**config.mk**
```make
export PLATFORM = sky130hd
export DESIGN_NAME = ssi_loopback_top
export DESIGN_NICKNAME = d
export VERILOG_FILES = /design/src/ssi_ctrl_pkg.sv /design/src/ssi_link_pkg.sv /design/src/ssi_loopback_top.sv /design/src/ssi_rx_deserializer.sv /design/src/ssi_tx_serializer.sv /design/src/ssi_tx_fifo.sv
export SDC_FILE = /design/constraint.sdc
export NUM_CORES = 1
export LEC_CHECK = 0
export BUFFER_PORTS_ARGS = -buffer_cell sky130_fd_sc_hd__buf_2
export CORE_UTILIZATION = 65
export CTS_CLUSTER_SIZE = 14
export DETAILED_ROUTE_END_ITERATION = 8
export GPL_TIMING_DRIVEN = 0
export PLACE_DENSITY = 0.86
export SYNTH_ARGS = -nofsm -noshare
export SYNTH_HDL_FRONTEND = slang
export SYNTH_HIERARCHICAL = 1
export SYNTH_SLANG_ARGS = --single-unit
```
**constraint.sdc**
```tcl
create_clock -name ssi_clk -period 7.53 [get_ports ssi_clk]
set_clock_uncertainty 0.15 [all_clocks]
set_input_delay 0.3765 -clock ssi_clk [delete_from_list [all_inputs] [get_ports ssi_clk]]
set_output_delay 0.3765 -clock ssi_clk [all_outputs]
set_load 0.02 [all_outputs]
```
**src/ssi_ctrl_pkg.sv**
```systemverilog
// SSI link control definitions
// FSM encodings of the serializer and deserializer, and the link status word

`default_nettype none

package ssi_ctrl_pkg;

  // Transmit FSM is either idle with the lanes at 0 or shifting a sample out
  typedef enum logic {
    SER_IDLE  = 1'b0,
    SER_SHIFT = 1'b1
  } ser_state_t;

  // Receive FSM is either hunting for a strobe or collecting the bits of a word
  typedef enum logic {
    DES_HUNT  = 1'b0,
    DES_SHIFT = 1'b1
  } des_state_t;

  // Sticky error flags that mssi_sync clears
  typedef struct packed {
    logic tx_overflow;
    logic rx_frame_err;
    logic tx_underrun;
  } link_status_t;

endpackage

`default_nettype wire

```
**src/ssi_link_pkg.sv**
```systemverilog
// SSI link payload definitions
// Sample width and the complex I/Q sample carried over one SSI channel

`default_nettype none

package ssi_link_pkg;

  // **********************************************************
  // Sample format
  // **********************************************************

  // Bits per I or Q word, and so the number of lane cycles per sample
  localparam int SSI_SAMPLE_W = 16;

  // One complex baseband sample
  // The I word rides on the idata lane and the Q word on the qdata lane
  typedef struct packed {
    logic [SSI_SAMPLE_W-1:0] i;
    logic [SSI_SAMPLE_W-1:0] q;
  } iq_sample_t;

endpackage

`default_nettype wire
```
**src/ssi_loopback_top.sv**
```systemverilog
// SSI single channel loopback top
// Transmit FIFO and serializer drive the outgoing lanes, gated by the
// output enable. The deserializer rebuilds samples from the incoming lanes.
// The sticky flags of all three blocks are packed into one status word

`default_nettype none
`timescale 1ns/10ps

module ssi_loopback_top #(
  parameter int FIFO_DEPTH = 8
) (
  input  wire                         ssi_clk,
  input  wire                         arst_n,
  input  wire                         mssi_sync,
  input  wire                         tx_output_enable,
  input  wire                         tx_valid,
  input  wire ssi_link_pkg::iq_sample_t tx_sample,
  output logic                        tx_full,
  output logic                        tx_idata,
  output logic                        tx_qdata,
  output logic                        tx_strobe,
  input  wire                         rx_idata,
  input  wire                         rx_qdata,
  input  wire                         rx_strobe,
  output logic                        rx_valid,
  output ssi_link_pkg::iq_sample_t    rx_sample,
  output ssi_ctrl_pkg::link_status_t  link_status
);

  import ssi_link_pkg::*;

  iq_sample_t fifo_data;
  logic       fifo_empty;
  logic       fifo_pop;
  logic       ser_idata;
  logic       ser_qdata;
  logic       ser_strobe;
  logic       tx_overflow;
  logic       tx_underrun;
  logic       rx_frame_err;

  // **********************************************************
  // Transmit path
  // **********************************************************

  ssi_tx_fifo #(
    .FIFO_DEPTH (FIFO_DEPTH)
  ) fifo0 (
    .ssi_clk     (ssi_clk),
    .arst_n      (arst_n),
    .mssi_sync   (mssi_sync),
    .tx_valid    (tx_valid),
    .tx_sample   (tx_sample),
    .fifo_pop    (fifo_pop),
    .fifo_data   (fifo_data),
    .fifo_empty  (fifo_empty),
    .tx_full     (tx_full),
    .tx_overflow (tx_overflow)
  );

  ssi_tx_serializer ser0 (
    .ssi_clk     (ssi_clk),
    .arst_n      (arst_n),
    .mssi_sync   (mssi_sync),
    .fifo_empty  (fifo_empty),
    .fifo_data   (fifo_data),
    .fifo_pop    (fifo_pop),
    .tx_idata    (ser_idata),
    .tx_qdata    (ser_qdata),
    .tx_strobe   (ser_strobe),
    .tx_underrun (tx_underrun)
  );

  // Serializer keeps running with the enable low, only the lanes go quiet
  assign tx_idata  = ser_idata & tx_output_enable;
  assign tx_qdata  = ser_qdata & tx_output_enable;
  assign tx_strobe = ser_strobe & tx_output_enable;

  // **********************************************************
  // Receive path
  // **********************************************************

  ssi_rx_deserializer des0 (
    .ssi_clk      (ssi_clk),
    .arst_n       (arst_n),
    .mssi_sync    (mssi_sync),
    .rx_idata     (rx_idata),
    .rx_qdata     (rx_qdata),
    .rx_strobe    (rx_strobe),
    .rx_valid     (rx_valid),
    .rx_sample    (rx_sample),
    .rx_frame_err (rx_frame_err)
  );

  // Status word collects the sticky flags of both directions
  assign link_status.tx_overflow  = tx_overflow;
  assign link_status.rx_frame_err = rx_frame_err;
  assign link_status.tx_underrun  = tx_underrun;

endmodule

`default_nettype wire

```
**src/ssi_rx_deserializer.sv**
```systemverilog
// SSI receive deserializer
// Frames the incoming I and Q lane bits by the strobe lane, rebuilds each
// sample and presents it with a one-cycle valid. A strobe in the middle of
// a word is a framing error and restarts the word from that strobe

`default_nettype none
`timescale 1ns/10ps

module ssi_rx_deserializer (
  input  wire                      ssi_clk,
  input  wire                      arst_n,
  input  wire                      mssi_sync,
  input  wire                      rx_idata,
  input  wire                      rx_qdata,
  input  wire                      rx_strobe,
  output logic                     rx_valid,
  output ssi_link_pkg::iq_sample_t rx_sample,
  output logic                     rx_frame_err
);

  import ssi_link_pkg::*;
  import ssi_ctrl_pkg::*;

  localparam int              CNT_W    = $clog2(SSI_SAMPLE_W);
  localparam logic [CNT_W-1:0] LAST_BIT = CNT_W'(SSI_SAMPLE_W - 1);

  des_state_t              state;
  logic [SSI_SAMPLE_W-2:0] hist_i;
  logic [SSI_SAMPLE_W-2:0] hist_q;
  logic [CNT_W-1:0]        bit_cnt;
  logic                    word_done;

  // **********************************************************
  // Lane history
  // **********************************************************

  // The lanes are shifted in on every edge whatever the state.
  // When bit 0 arrives the history holds bits 15 to 1 of the same word,
  // so no separate load is needed at the strobe
  always_ff @(posedge ssi_clk) begin
    hist_i <= {hist_i[SSI_SAMPLE_W-3:0], rx_idata};
    hist_q <= {hist_q[SSI_SAMPLE_W-3:0], rx_qdata};
  end

  // Bit 0 is on the lanes now and no new strobe cuts the word short
  assign word_done = (state == DES_SHIFT) && !rx_strobe && (bit_cnt == LAST_BIT) &&
                     !mssi_sync;

  // **********************************************************
  // Framing FSM
  // **********************************************************

  // Counter holds the number of bits captured so far in the current word
  always_ff @(posedge ssi_clk or negedge arst_n) begin
    if (!arst_n) begin
      state        <= DES_HUNT;
      bit_cnt      <= '0;
      rx_valid     <= 1'b0;
      rx_frame_err <= 1'b0;
    end else if (mssi_sync) begin
      state        <= DES_HUNT;
      bit_cnt      <= '0;
      rx_valid     <= 1'b0;
      rx_frame_err <= 1'b0;
    end else begin
      rx_valid <= word_done;
      if (rx_strobe) begin
        // Strobe edge captures bit 15; mid-word it drops the partial word
        if (state == DES_SHIFT) begin
          rx_frame_err <= 1'b1;
        end
        state   <= DES_SHIFT;
        bit_cnt <= CNT_W'(1);
      end else if (state == DES_SHIFT) begin
        if (bit_cnt == LAST_BIT) begin
          state <= DES_HUNT;
        end
        bit_cnt <= bit_cnt + CNT_W'(1);
      end
    end
  end

  // Sample holds its value until the next complete word
  always_ff @(posedge ssi_clk) begin
    if (word_done) begin
      rx_sample.i <= {hist_i, rx_idata};
      rx_sample.q <= {hist_q, rx_qdata};
    end
  end

  // **********************************************************
  // Checks
  // **********************************************************

  // Words take 16 cycles, so two valids can never be adjacent
  a_valid_single : assert property (
    @(posedge ssi_clk) disable iff (!arst_n) rx_valid |=> !rx_valid
  );

endmodule

`default_nettype wire

```
**src/ssi_tx_serializer.sv**
```systemverilog
// SSI transmit serializer
// Pops samples from the transmit FIFO and shifts I and Q out MSB first on
// two lanes, with the strobe lane high during the first bit of each sample.
// Samples follow back to back while the FIFO holds data

`default_nettype none
`timescale 1ns/10ps

module ssi_tx_serializer (
  input  wire                        ssi_clk,
  input  wire                        arst_n,
  input  wire                        mssi_sync,
  input  wire                        fifo_empty,
  input  wire ssi_link_pkg::iq_sample_t fifo_data,
  output logic                       fifo_pop,
  output logic                       tx_idata,
  output logic                       tx_qdata,
  output logic                       tx_strobe,
  output logic                       tx_underrun
);

  import ssi_link_pkg::*;
  import ssi_ctrl_pkg::*;

  localparam int              CNT_W    = $clog2(SSI_SAMPLE_W);
  localparam logic [CNT_W-1:0] LAST_BIT = CNT_W'(SSI_SAMPLE_W - 1);

  ser_state_t              state;
  logic [SSI_SAMPLE_W-1:0] shift_i;
  logic [SSI_SAMPLE_W-1:0] shift_q;
  logic [CNT_W-1:0]        bit_cnt;
  logic                    pop_req;
  logic                    last_bit;

  // Bit counter holds the index of the bit now on the lanes, 0 being bit 15
  assign last_bit = (state == SER_SHIFT) && (bit_cnt == LAST_BIT);

  // From idle the pop is a registered request, one cycle after data shows up.
  // On the last bit the pop is taken straight from fifo_empty so the next
  // strobe lands right after bit 0
  assign fifo_pop = pop_req || (last_bit && !fifo_empty);

  // Lanes come straight off the top of the shift registers
  assign tx_idata = shift_i[SSI_SAMPLE_W-1];
  assign tx_qdata = shift_q[SSI_SAMPLE_W-1];

  // **********************************************************
  // Shift FSM
  // **********************************************************

  always_ff @(posedge ssi_clk or negedge arst_n) begin
    if (!arst_n) begin
      state       <= SER_IDLE;
      pop_req     <= 1'b0;
      bit_cnt     <= '0;
      shift_i     <= '0;
      shift_q     <= '0;
      tx_strobe   <= 1'b0;
      tx_underrun <= 1'b0;
    end else if (mssi_sync) begin
      state       <= SER_IDLE;
      pop_req     <= 1'b0;
      bit_cnt     <= '0;
      shift_i     <= '0;
      shift_q     <= '0;
      tx_strobe   <= 1'b0;
      tx_underrun <= 1'b0;
    end else begin
      // Request a pop once per idle period
      pop_req <= (state == SER_IDLE) && !pop_req && !fifo_empty;

      if (fifo_pop) begin
        // Load the head and put bit 15 out with the strobe
        state     <= SER_SHIFT;
        shift_i   <= fifo_data.i;
        shift_q   <= fifo_data.q;
        bit_cnt   <= '0;
        tx_strobe <= 1'b1;
      end else if ((state == SER_SHIFT) && !last_bit) begin
        shift_i   <= {shift_i[SSI_SAMPLE_W-2:0], 1'b0};
        shift_q   <= {shift_q[SSI_SAMPLE_W-2:0], 1'b0};
        bit_cnt   <= bit_cnt + CNT_W'(1);
        tx_strobe <= 1'b0;
      end else if (state == SER_SHIFT) begin
        // Nothing queued behind this sample, so the stream breaks here.
        // Being in SER_SHIFT already means a sample went out since sync
        state       <= SER_IDLE;
        shift_i     <= '0;
        shift_q     <= '0;
        tx_strobe   <= 1'b0;
        tx_underrun <= 1'b1;
      end
    end
  end

  // **********************************************************
  // Checks
  // **********************************************************

  // Each strobe marks one 16-bit sample, so it never repeats on the next cycle
  a_strobe_single : assert property (
    @(posedge ssi_clk) disable iff (!arst_n) tx_strobe |=> !tx_strobe
  );

  a_pop_window : assert property (
    @(posedge ssi_clk) disable iff (!arst_n)
      fifo_pop |-> ((state == SER_IDLE) || (bit_cnt == LAST_BIT))
  );

endmodule

`default_nettype wire

```
**src/ssi_tx_fifo.sv**
```systemverilog
// SSI transmit sample FIFO
// Circular buffer between the parallel sample strobe and the serializer.
// Writes made while full are dropped and flagged in a sticky overflow bit

`default_nettype none
`timescale 1ns/10ps

module ssi_tx_fifo #(
  parameter int FIFO_DEPTH = 8
) (
  input  wire                        ssi_clk,
  input  wire                        arst_n,
  input  wire                        mssi_sync,
  input  wire                        tx_valid,
  input  wire ssi_link_pkg::iq_sample_t tx_sample,
  input  wire                        fifo_pop,
  output ssi_link_pkg::iq_sample_t   fifo_data,
  output logic                       fifo_empty,
  output logic                       tx_full,
  output logic                       tx_overflow
);

  import ssi_link_pkg::*;

  // A depth of one still needs a one bit address, so the floor is 1
  localparam int ADDR_W    = (FIFO_DEPTH > 1) ? $clog2(FIFO_DEPTH) : 1;
  localparam int PTR_W     = ADDR_W + 1;
  localparam int MEM_DEPTH = 2 ** ADDR_W;

  iq_sample_t       mem [MEM_DEPTH];
  logic [PTR_W-1:0] wr_ptr;
  logic [PTR_W-1:0] rd_ptr;
  logic [PTR_W-1:0] wr_ptr_nxt;
  logic [PTR_W-1:0] rd_ptr_nxt;
  logic [PTR_W-1:0] fill_nxt;
  logic             wr_en;
  logic             full_nxt;

  // A write goes in if there is room, or if the head leaves on the same edge
  assign wr_en = tx_valid && (!tx_full || fifo_pop);

  always_comb begin
    wr_ptr_nxt = wr_ptr + PTR_W'(wr_en);
    rd_ptr_nxt = rd_ptr + PTR_W'(fifo_pop);
    fill_nxt   = wr_ptr_nxt - rd_ptr_nxt;
    full_nxt   = (fill_nxt == PTR_W'(FIFO_DEPTH));
  end

  // Pointers carry one wrap bit above the address
  always_ff @(posedge ssi_clk or negedge arst_n) begin
    if (!arst_n) begin
      wr_ptr      <= '0;
      rd_ptr      <= '0;
      tx_full     <= 1'b0;
      tx_overflow <= 1'b0;
    end else if (mssi_sync) begin
      // Sync flushes whatever is still waiting to go out
      wr_ptr      <= '0;
      rd_ptr      <= '0;
      tx_full     <= 1'b0;
      tx_overflow <= 1'b0;
    end else begin
      wr_ptr  <= wr_ptr_nxt;
      rd_ptr  <= rd_ptr_nxt;
      tx_full <= full_nxt;
      if (tx_valid && !wr_en) begin
        tx_overflow <= 1'b1;
      end
    end
  end

  always_ff @(posedge ssi_clk) begin
    if (wr_en) begin
      mem[wr_ptr[ADDR_W-1:0]] <= tx_sample;
    end
  end

  // Head of the queue is always presented to the serializer
  assign fifo_data  = mem[rd_ptr[ADDR_W-1:0]];
  assign fifo_empty = (wr_ptr == rd_ptr);

  // **********************************************************
  // Checks
  // **********************************************************

  // The serializer must only pop a sample that is there
  a_no_pop_empty : assert property (
    @(posedge ssi_clk) disable iff (!arst_n) fifo_pop |-> !fifo_empty
  );

  a_depth_pow2 : assert property (
    @(posedge ssi_clk) (FIFO_DEPTH > 0) && ((FIFO_DEPTH & (FIFO_DEPTH - 1)) == 0)
  );

endmodule

`default_nettype wire

```
Word level (Yosys, flattened, before mapping)
Memories as Yosys holds them, arrays and structs flattened.
Cells that the tools add are included.
- bits in registers: 119
- memories: 1
- bits in writable memories: 256
- output and inout port bits: 40
- logic and storage cells: 104
- bits of input ports: 40
- memories (name ; words ; bits a word ; rd ports ; clocked after memory_dff ; write ports ; RTL line ; text):
    fifo0.mem ; 8 ; 32 ; 1 ; 0 ; 1 ; ssi_tx_fifo.sv:30 ; iq_sample_t mem [MEM_DEPTH];
- reduce and logical (&&, ||, !) cells: 28
- equal/unequal tests: 7
- mux-type cells: 40
- add/subtract/negate cells: 5
- bitwise gates (word level): 4
- operators by type and width (kind ; number):
    16-bit two-way mux ; 7
    4-bit two-way mux ; 8
    1-bit two-way mux ; 25
    4-bit equality test (second input constant) ; 3
    1-bit logical AND ; 10
    4-bit by 1-bit adder with 4-bit output ; 2
    4-bit by 1-bit adder with 4-bit output (second input constant) ; 2
    2-bit nonzero test ; 4
    1-bit logical NOT ; 7
    3-bit nonzero test ; 2
    4-bit equality test ; 1
    2-bit != test (second input constant) ; 2
    4-bit nonzero test ; 1
    4-bit subtractor ; 1
    1-bit AND ; 3
    3-bit != test (second input constant) ; 1
    3-bit AND reduction ; 1
    1-bit logical OR ; 2
    2-bit AND reduction ; 1
    1-bit NOT ; 1

Longest topological paths before layout
Gate-level depths: netlist of run 1.
- depth after elaboration: 10
- depth in mapped cells: 15
- mapped depth without buffers: 13

By module
The synthesis of run 1 kept the hierarchy.
- by module, submodules not included (module ; area an instance (µm²) ; instances ; cells an instance ; seq. area each (µm²)):
    ssi_tx_fifo ; 10351.2 ; 1 ; 436 ; 7937.6
    ssi_tx_serializer ; 2055.7 ; 1 ; 158 ; 1001.0
    ssi_rx_deserializer ; 1891.8 ; 1 ; 90 ; 1736.7
    ssi_loopback_top ; 41.3 ; 1 ; 6 ; 0.0

Worst setup path before layout of run 1
Ideal clock, no wire load.
- kind: register -> register
- start point: reg fifo0.rd_ptr[1]
- end point: mem fifo0/mem[1][0] in the netlist's numbering, enable pin
- library setup time: 0.461 ns
- arrival time: 4.132 ns
- period minus slack after synthesis: 4.743 ns
- stages on the path, launching flop included: 11
- setup slack: 2.787 ns
- path buffers: 2
- required time: 6.919 ns
- cell sequence: dfrtp_1 -> clkbuf_1 -> xor2_1 -> nor4_1 -> and4b_1 -> buf_6 -> a21o_1 -> inv_1 -> a21boi_0 -> nand2_1 -> nor3_1
- longest elaborated chain between the ends: 8
- ends and longest elaborated chain (item ; RTL line ; text):
    from (decl) ; ssi_tx_fifo.sv:32 ; logic [PTR_W-1:0] rd_ptr;
    from (signal assigned) ; ssi_tx_fifo.sv:64 ; rd_ptr <= rd_ptr_nxt;
    4-bit equality test ; ssi_tx_fifo.sv:80 ; assign fifo_empty = (wr_ptr == rd_ptr);
    named net fifo_empty ; ssi_loopback_top.sv:33 ; logic fifo_empty;
    1-bit logical NOT ; ssi_tx_serializer.sv:41 ; assign fifo_pop = pop_req || (last_bit && !fifo_empty);
    1-bit logical AND ; ssi_tx_serializer.sv:41 ;
    1-bit logical OR ; ssi_tx_serializer.sv:41 ;
    named net fifo_pop ; ssi_loopback_top.sv:34 ; logic fifo_pop;
    1-bit logical OR ; ssi_tx_fifo.sv:40 ; assign wr_en = tx_valid && (!tx_full || fifo_pop);
    1-bit logical AND ; ssi_tx_fifo.sv:40 ;
    1-bit two-way mux ; ssi_tx_fifo.sv:73 ; if (wr_en) begin
    1-bit two-way mux (not written as such) ; ssi_tx_fifo.sv:74 ; mem[wr_ptr[ADDR_W-1:0]] <= tx_sample;
    to (decl) ; ssi_tx_fifo.sv:30 ;
The timed path passes the listed nets, and every way through them passes these cells.

Worst setup path after layout of run 1
- start point: reg fifo0.rd_ptr[1]
- end point: reg fifo0.tx_full
- longest elaborated chain between the ends: 10
- elaborated cells on any way between the ends: 11
- classes of those cells: add/sub: 3; eq/ne: 2; mux: 1; reduce/logical: 5
- ends and longest elaborated chain (item ; RTL line ; text):
    4-bit equality test (*) ; ssi_tx_fifo.sv:80 ;
    named net fifo_empty ; ssi_loopback_top.sv:33 ;
    1-bit logical NOT (*) ; ssi_tx_serializer.sv:41 ;
    1-bit logical AND (*) ; ssi_tx_serializer.sv:41 ;
    1-bit logical OR (*) ; ssi_tx_serializer.sv:41 ;
    named net fifo_pop ; ssi_loopback_top.sv:34 ;
    1-bit logical OR ; ssi_tx_fifo.sv:40 ;
    1-bit logical AND ; ssi_tx_fifo.sv:40 ;
    4-bit by 1-bit adder with 4-bit output ; ssi_tx_fifo.sv:43 ; wr_ptr_nxt = wr_ptr + PTR_W'(wr_en);
    4-bit subtractor (*) ; ssi_tx_fifo.sv:45 ; fill_nxt = wr_ptr_nxt - rd_ptr_nxt;
    4-bit equality test (*) ; ssi_tx_fifo.sv:46 ; full_nxt = (fill_nxt == PTR_W'(FIFO_DEPTH));
    1-bit two-way mux (*) ; ssi_tx_fifo.sv:56 ; end else if (mssi_sync) begin
    to (signal assigned) ; ssi_tx_fifo.sv:65 ; tx_full <= full_nxt;
    to (decl) ; ssi_tx_fifo.sv:19 ; output logic tx_full,
Mark *: on every way through the listed nets, which the timed path passes. The rest lies on a longest branch.
A chain may end at the register's enable or synchronous reset.

==> qor.csv, run 1 <==
stage,metric,value,unit
sta,setup TNS,0,ps
clock_tree,CTS tree,done,
final_layout,# nets final,905,
die,Initial Util,0.672,
worst_setup_path,crit-path max cell delay,770,ps
final_layout,share of post-route cells with drive strength above 1,0.322,
synth,cells after synthesis,690,
worst_setup_path,crit-path most repeated cell,ha_1,
global_routing,first-pass GRT wire length,46.6,mm
synth,Synth Cell Area,14300,sq um
global_routing,grt total ovfl,0,
die,IO Pins,80,
worst_setup_path,worst-case reg-to-reg path depth,15,
power_and_ir_drop,Max VDD drop,0.272,mV
sta,fin crit period,5020,ps
die,Core ar.,21400,sq um
synth,ys async rst share,0.152,
clock_tree,Clock transition at path regs,60,ps
worst_setup_path,Startpoint Class,flop,
worst_setup_path,RR Endpoint,fifo0/tx_full,
final_layout,Diodes inserted,0,
final_layout,"leading cell types in the layout, fill and taps excluded","288 x edfxtp_1, 88 x buf_2, 57 x dfrtp_1, 39 x clkbuf_16, 39 x mux4_2",
die,DIE HEIGHT,151,um
sta,final max-slew violation count,0,
sta,"Hold Vio Cnt, Final",0,
detailed_routing,DRT antenna net count,0,
detailed_routing,final WL,31.2,mm
detailed_routing,vias,7517,
power_and_ir_drop,P per Cell Area,286,nW/um^2
clock_tree,Sink Count,375,
sta,Achievable Freq,0.199,GHz
worst_setup_path,worst-path cell chain,"clkbuf_1, xor2_1, nor4_1, and4b_1, buf_6, a21o_1, inv_1, a21boi_0, ha_1, ha_1, ha_1, nor2b_1, or4b_1, a211oi_1, mux2_1",
synth,"EDFF count, synth",288,
sta,Max-Slew Margin vs Limit,0.404,
detailed_routing,DRC viols,0,
detailed_routing,First DRT Iteration DRCs,850,
detailed_routing,drt wl/cell,26.9,um
sta,worst hold slack,14.5,ps
clock_tree,Clock Latency Late Sink,520,ps
run,maxcap violations,0,
clock_tree,CTS resizes,0,
worst_setup_path,worst setup path end,fifo0/tx_full,
worst_setup_path,cell family with most CP delay,simple AND/OR/NAND/NOR gates,
worst_setup_path,Critical Path Start,fifo0/rd_ptr[1],
global_routing,initial antenna violation count,0,
die,Die W,151,um
worst_setup_path,cell count along the critical path,15,
hold_path,Hold WC Path Type,primary input to flop,
worst_setup_path,CP Class,flop to flop,
clock_tree,CTS root buf,clkbuf_16,
worst_setup_path,Worst Path Required,7830,ps
worst_setup_path,Buf/Inv on CP,3,
sta,Worst-Margin Slew,890,ps
worst_setup_path,worst-path fanout max,10,
worst_setup_path,CP Capture Type,flop,
power_and_ir_drop,Final Power,4850,uW
detailed_routing,drt first pass iters,6,
place,IO Port Bufs,79,
clock_tree,Max Buffers Root-to-Sink,3,
synth,Synth cell types,55,
synth,post-synthesis sequential area ratio,0.744,
final_layout,"commonest non-fill, non-tap cell in the layout",edfxtp_1,
die,cell row count,53,
outcome,outcome,"finished, final reports clean",
synth,Yosys reg bits,375,
die,DIE AREA,22700,sq um
worst_setup_path,CP max stage cell,nor4_1,
sta,final setup vio count,0,
synth,mean post-synth cell area,20.8,sq um
final_layout,Layout area overhead,18.2,%
detailed_routing,via/cell ratio,6.48,
worst_setup_path,reg2reg start,fifo0/rd_ptr[1],
worst_setup_path,"reg-to-reg slack, setup",2510,ps
global_routing,vias in the first global route,7945,
clock_tree,H-tree Lvls,2,
synth,Synth Net Count,739,
synth,Syn. warnings,6,
sta,fin crit share,0.666,
power_and_ir_drop,Leak Pwr,0.00608,uW
place,gpl congestion,0.836,
global_routing,gr usage total,0.290,
place,post-detail-place hpwl,18.2,mm
worst_setup_path,CP arrival,5320,ps
synth,"Primary FF master, synth",edfxtp_1,
global_routing,largest net degree at the start of global routing,58,
sta,RSZ-0062 raised after global routing,false,
clock_tree,CTS buffer count,37,
## flip-flops by register name (all words and copies together), names as in the netlist
signal	cells
ser0/state	1
des0/rx_sample	32
fifo0/tx_overflow	1
ser0/tx_underrun	1
des0/rx_valid	1
ser0/shift_q	16
ser0/tx_strobe	1
des0/bit_cnt	4
fifo0/wr_ptr	4
fifo0/rd_ptr	4
ser0/pop_req	1
des0/hist_q	15
des0/hist_i	15
des0/state	1
des0/rx_frame_err	1
fifo0/tx_full	1
ser0/bit_cnt	4
ser0/shift_i	16
fifo0/mem	256
## layout make-up
type                    count  area, sq um
plain buffers              45          349
fillers                  1038         4400
repair buffers            127          996
clock buffers              58         1070
clock inverters            10          150
well taps                 275          344
flip-flops and latches    375        10700
inverters                   6         22.5
multi-input cells         264         3350
## cell families (layout without fill, tap and decap cells)
family,Yosys count,count (layout),synth area share
compound gates,85,85,0.0573
xor+xnor,10,10,0.00611
fa+ha+maj,9,9,0.00785
buf+inv,51,246,0.0259
flops,375,375,0.744
mux,101,101,0.136
simple gates,59,59,0.0224
## synthesized netlist by cell type (all sizes together), types with 2 or more instances
cell    number  share of area
edfxtp     288           0.60
mux4        64           0.11
dfrtp       57          0.099
mux2        35          0.027
buf         31          0.021
a221o       30          0.023
dfxtp       30          0.042
a32o        29          0.020
nor2        19         0.0050
clkbuf      14         0.0037
a21oi        9         0.0031
ha           9         0.0079
xor2         7         0.0043
inv          6         0.0016
nand2        5         0.0013
nor3         5         0.0017
nand2b       4         0.0017
nand3        4         0.0014
nand4        4         0.0022
nor2b        4         0.0017
a211oi       3         0.0016
and2         3         0.0013
xnor2        3         0.0018
a22oi        2         0.0010
mux2i        2         0.0014
nor4         2        0.00087
or2          2        0.00087
## report_power, final
group | total [uW] | switching [uW] | internal, uW
registers | 2360 | 46.5 | 2320
logic | 636 | 327 | 310
clock network | 1850 | 737 | 1110
total | 4850 | 1110 | 3740
## per-stage QoR
stage | setup slack, ps | area (sq um) | util | std cells
finish | 2510 | 17000 | 0.794 | 1160
global route | 2360 | 17000 | 0.794 | 1160
CTS | 2570 | 16900 | 0.793 | 1159
detailed placement | 2700 | 15400 | 0.720 | 1057
global placement | 230 | 15100 | 0.706 | 1044
floorplan | 2790 | 14300 | - | 690
## metal layers
layer,global-route usage,wire [um],up-vias,part of all wire
li1,-,-,3217,-
met3,0.0515,1950,86,0.063
met1,0.373,11900,3855,0.38
met4,0.116,1030,0,0.033
met5,0,0,-,0
met2,0.495,16300,359,0.52
## what timing repair did
action,4_1_cts,5_1_grt
endpoints found under the hold margin,253,57
hold buffers,34,1
setup buffers,0,0
## worst min path at each step
stage / startpoint / to / slack [ps] / cells past startpoint
after floorplan: arst_n / des0/bit_cnt[0] / -70 / 0
after global placement: des0/hist_i[5] / des0/hist_i[6] / 180 / 0
after detailed placement: des0/hist_q[7] / des0/hist_q[8] / 180 / 0
after CTS: mssi_sync / des0/bit_cnt[0] / 2 / 2
after global routing: tx_sample[27] / fifo0/mem[3][27] / 7 / 1
final: mssi_sync / des0/bit_cnt[0] / 10 / 2
Power figures use the tool's default switching activity.
==> inputs of run 2 (changes only) <==
Settings changed: CORE_UTILIZATION 65 to 54, PLACE_DENSITY 0.86 to 0.77.
Clock period 7.53 ns to 4.46 ns, I/O delays scaled along.
==> qor.csv, run 2 (synthesis results as in run 1) <==
stage,metric,value,unit,change
clock_tree,Sink Count,375,,unchanged
final_layout,Largest register FFs,256,,unchanged
die,IO Pins,80,,unchanged
sta,"Hold Vio Cnt, Final",0,,unchanged
power_and_ir_drop,Max VDD drop,0.438,mV,+61%
clock_tree,H-tree Lvls,2,,unchanged
global_routing,first-pass GRT wire length,43.1,mm,-7.4%
place,dpl ws,-375,ps,-3080 ps
clock_tree,Clock transition at path regs,60,ps,about the same
worst_setup_path,worst-path fanout max,10,,unchanged
sta,Achievable Freq,0.242,GHz,+21%
worst_setup_path,worst-case reg-to-reg path depth,15,,unchanged
clock_tree,CTS tree,done,,
sta,Worst-Margin Slew,918,ps,+28.3 ps
worst_setup_path,Startpoint Class,flop,,
global_routing,gr usage total,0.216,,-0.0742
final_layout,"commonest non-fill, non-tap cell in the layout",edfxtp_1,,
power_and_ir_drop,P per Cell Area,495,nW/um^2,+73%
clock_tree,CTS buffer count,38,,+2.7%
place,Post-DP Area,15500,sq um,+0.68%
worst_setup_path,CP Capture Type,flop,,
detailed_routing,DRT antenna net count,0,,unchanged
detailed_routing,drt first pass iters,5,,-1
detailed_routing,vias,7317,,-2.7%
die,Core ar.,26100,sq um,+22%
final_layout,share of post-route cells with drive strength above 1,0.336,,+0.0139
die,Die W,165,um,+9.6%
outcome,outcome,"finished, final reports clean",,
clock_tree,CTS root buf,clkbuf_16,,
sta,fin crit share,0.927,,+0.261
worst_setup_path,CP Class,flop to flop,,
final_layout,"leading cell types in the layout, fill and taps excluded","288 x edfxtp_1, 87 x buf_2, 57 x dfrtp_1, 41 x clkbuf_16",,
detailed_routing,First DRT Iteration DRCs,569,,-33%
worst_setup_path,RR Endpoint,fifo0/tx_full,,
worst_setup_path,Critical Path Start,fifo0/rd_ptr[0],,
final_layout,fin util,0.665,,-0.129
final_layout,Layout area overhead,20.8,%,
clock_tree,Clock Latency Late Sink,510,ps,about the same
place,IO Port Bufs,79,,unchanged
global_routing,largest net degree at the start of global routing,58,,unchanged
clock_tree,Max Buffers Root-to-Sink,3,,unchanged
worst_setup_path,Worst Path Required,4760,ps,-3070 ps
detailed_routing,final WL,28.2,mm,-9.4%
final_layout,# nets final,906,,+0.11%
global_routing,initial antenna violation count,0,,unchanged
sta,Final WS setup,324,ps,-2190 ps
sta,final max-slew violation count,0,,unchanged
global_routing,grt total ovfl,0,,unchanged
sta,worst hold slack,173,ps,+158 ps
detailed_routing,drt wl/cell,23.1,um,-14%
sta,setup TNS,0,ps,unchanged
sta,fin crit period,4140,ps,-881 ps
worst_setup_path,"reg-to-reg slack, setup",320,ps,-2190 ps
sta,final setup vio count,0,,unchanged
global_routing,vias in the first global route,7492,,-5.7%
hold_path,Hold WC Path Type,primary input to asynchronous set/reset pin,,
final_layout,Final Cell Area,17300,sq um,+2.2%
place,gpl congestion,0.764,,-8.6%
worst_setup_path,worst setup path end,fifo0/tx_full,,
run,maxcap violations,0,,unchanged
detailed_routing,DRC viols,0,,unchanged
detailed_routing,via/cell ratio,5.99,,-7.6%
die,Initial Util,0.550,,-0.121
worst_setup_path,reg2reg start,fifo0/rd_ptr[0],,
sta,RSZ-0062 raised after global routing,false,,
place,post-detail-place hpwl,17.1,mm,-6.3%
final_layout,Diodes inserted,0,,unchanged
die,DIE AREA,27200,sq um,+20%
sta,Max-Slew Margin vs Limit,0.387,,-0.0171
die,DIE HEIGHT,165,um,+9.6%
worst_setup_path,CP arrival,4440,ps,-880 ps
power_and_ir_drop,Leak Pwr,0.00620,uW,+2.1%
die,cell row count,59,,+11%
run 2: cell types whose count changed in the layout (fill, tap and decap cells not counted), sizes merged:
| cell | delta |
|---|---|
| clkinv | +4 |
| clkbuf | -8 |
| clkinvlp | +1 |
| dlygate4sd3 | +4 |
| buf | -3 |
| bufinv | +5 |
| inv | -1 |
run 2: critical path, cell delays in order, from the launching register on:
cell and delay (ps):
dfrtp_1 410, clkbuf_4 260, xor2_1 220, nor4_4 350
and4b_1 250, buf_6 140, a21o_1 230, inv_1 90
a21boi_1 120, ha_1 230, ha_1 300, ha_1 310
nor2b_1 150, or4b_1 460, a211oi_1 250, mux2_1 160
run 2: layout make-up:
cell class,instances,area (sq um)
Timing Repair Buffer,129,1060
Multi-Input combinational cell,264,3380
Clock inverter,19,324
Fill cell,1683,8740
Tap cell,335,419
Buffer,43,348
Inverter,6,22.5
Clock buffer,51,1090
Sequential cell,375,10700
run 2: per-layer routing:
| layer | global-route usage | share of wire | vias up |
|---|---|---|---|
| li1 | - | - | 3210 |
| met1 | 0.306 | 0.43 | 3799 |
| met2 | 0.353 | 0.50 | 265 |
| met3 | 0.0324 | 0.053 | 43 |
| met4 | 0.0588 | 0.017 | 0 |
| met5 | 0 | 0 | - |
run 2: what timing repair did:
action | CTS | global route
endpoints found under the hold margin | 324 | 0
hold buffers | 39 | 0
gates resized for setup | 2 | 5
buffers inserted | 0 | 1
pin swaps | 0 | 1
setup endpoints to repair | 1 | 1
run 2: how the worst min path moves through the flow:
stage                   startpoint               to  depth (start not counted)
CTS                 des0/hist_i[5]   des0/hist_i[6]                          0
detailed placement  des0/hist_i[8]   des0/hist_i[9]                          0
floorplan                   arst_n  des0/bit_cnt[0]                          0
global placement    des0/hist_i[5]   des0/hist_i[6]                          0
global route        des0/hist_i[5]   des0/hist_i[6]                          0
finish                      arst_n  des0/bit_cnt[2]                          2
run 2: report_power, final:
| part | total, uW | switching, uW | internal, uW |
|---|---|---|---|
| logic | 1070 | 525 | 542 |
| registers | 3990 | 72.9 | 3910 |
| clock network | 3510 | 1270 | 2250 |
run 2: through the flow:
step | cells | power (uW)
2_1_floorplan | 690 | 4760
3_3_place_gp | 1104 | 5010
3_5_place_dp | 1114 | 5070
4_1_cts | 1223 | 8620
5_1_grt | 1222 | 8840
6_report | 1222 | 8570
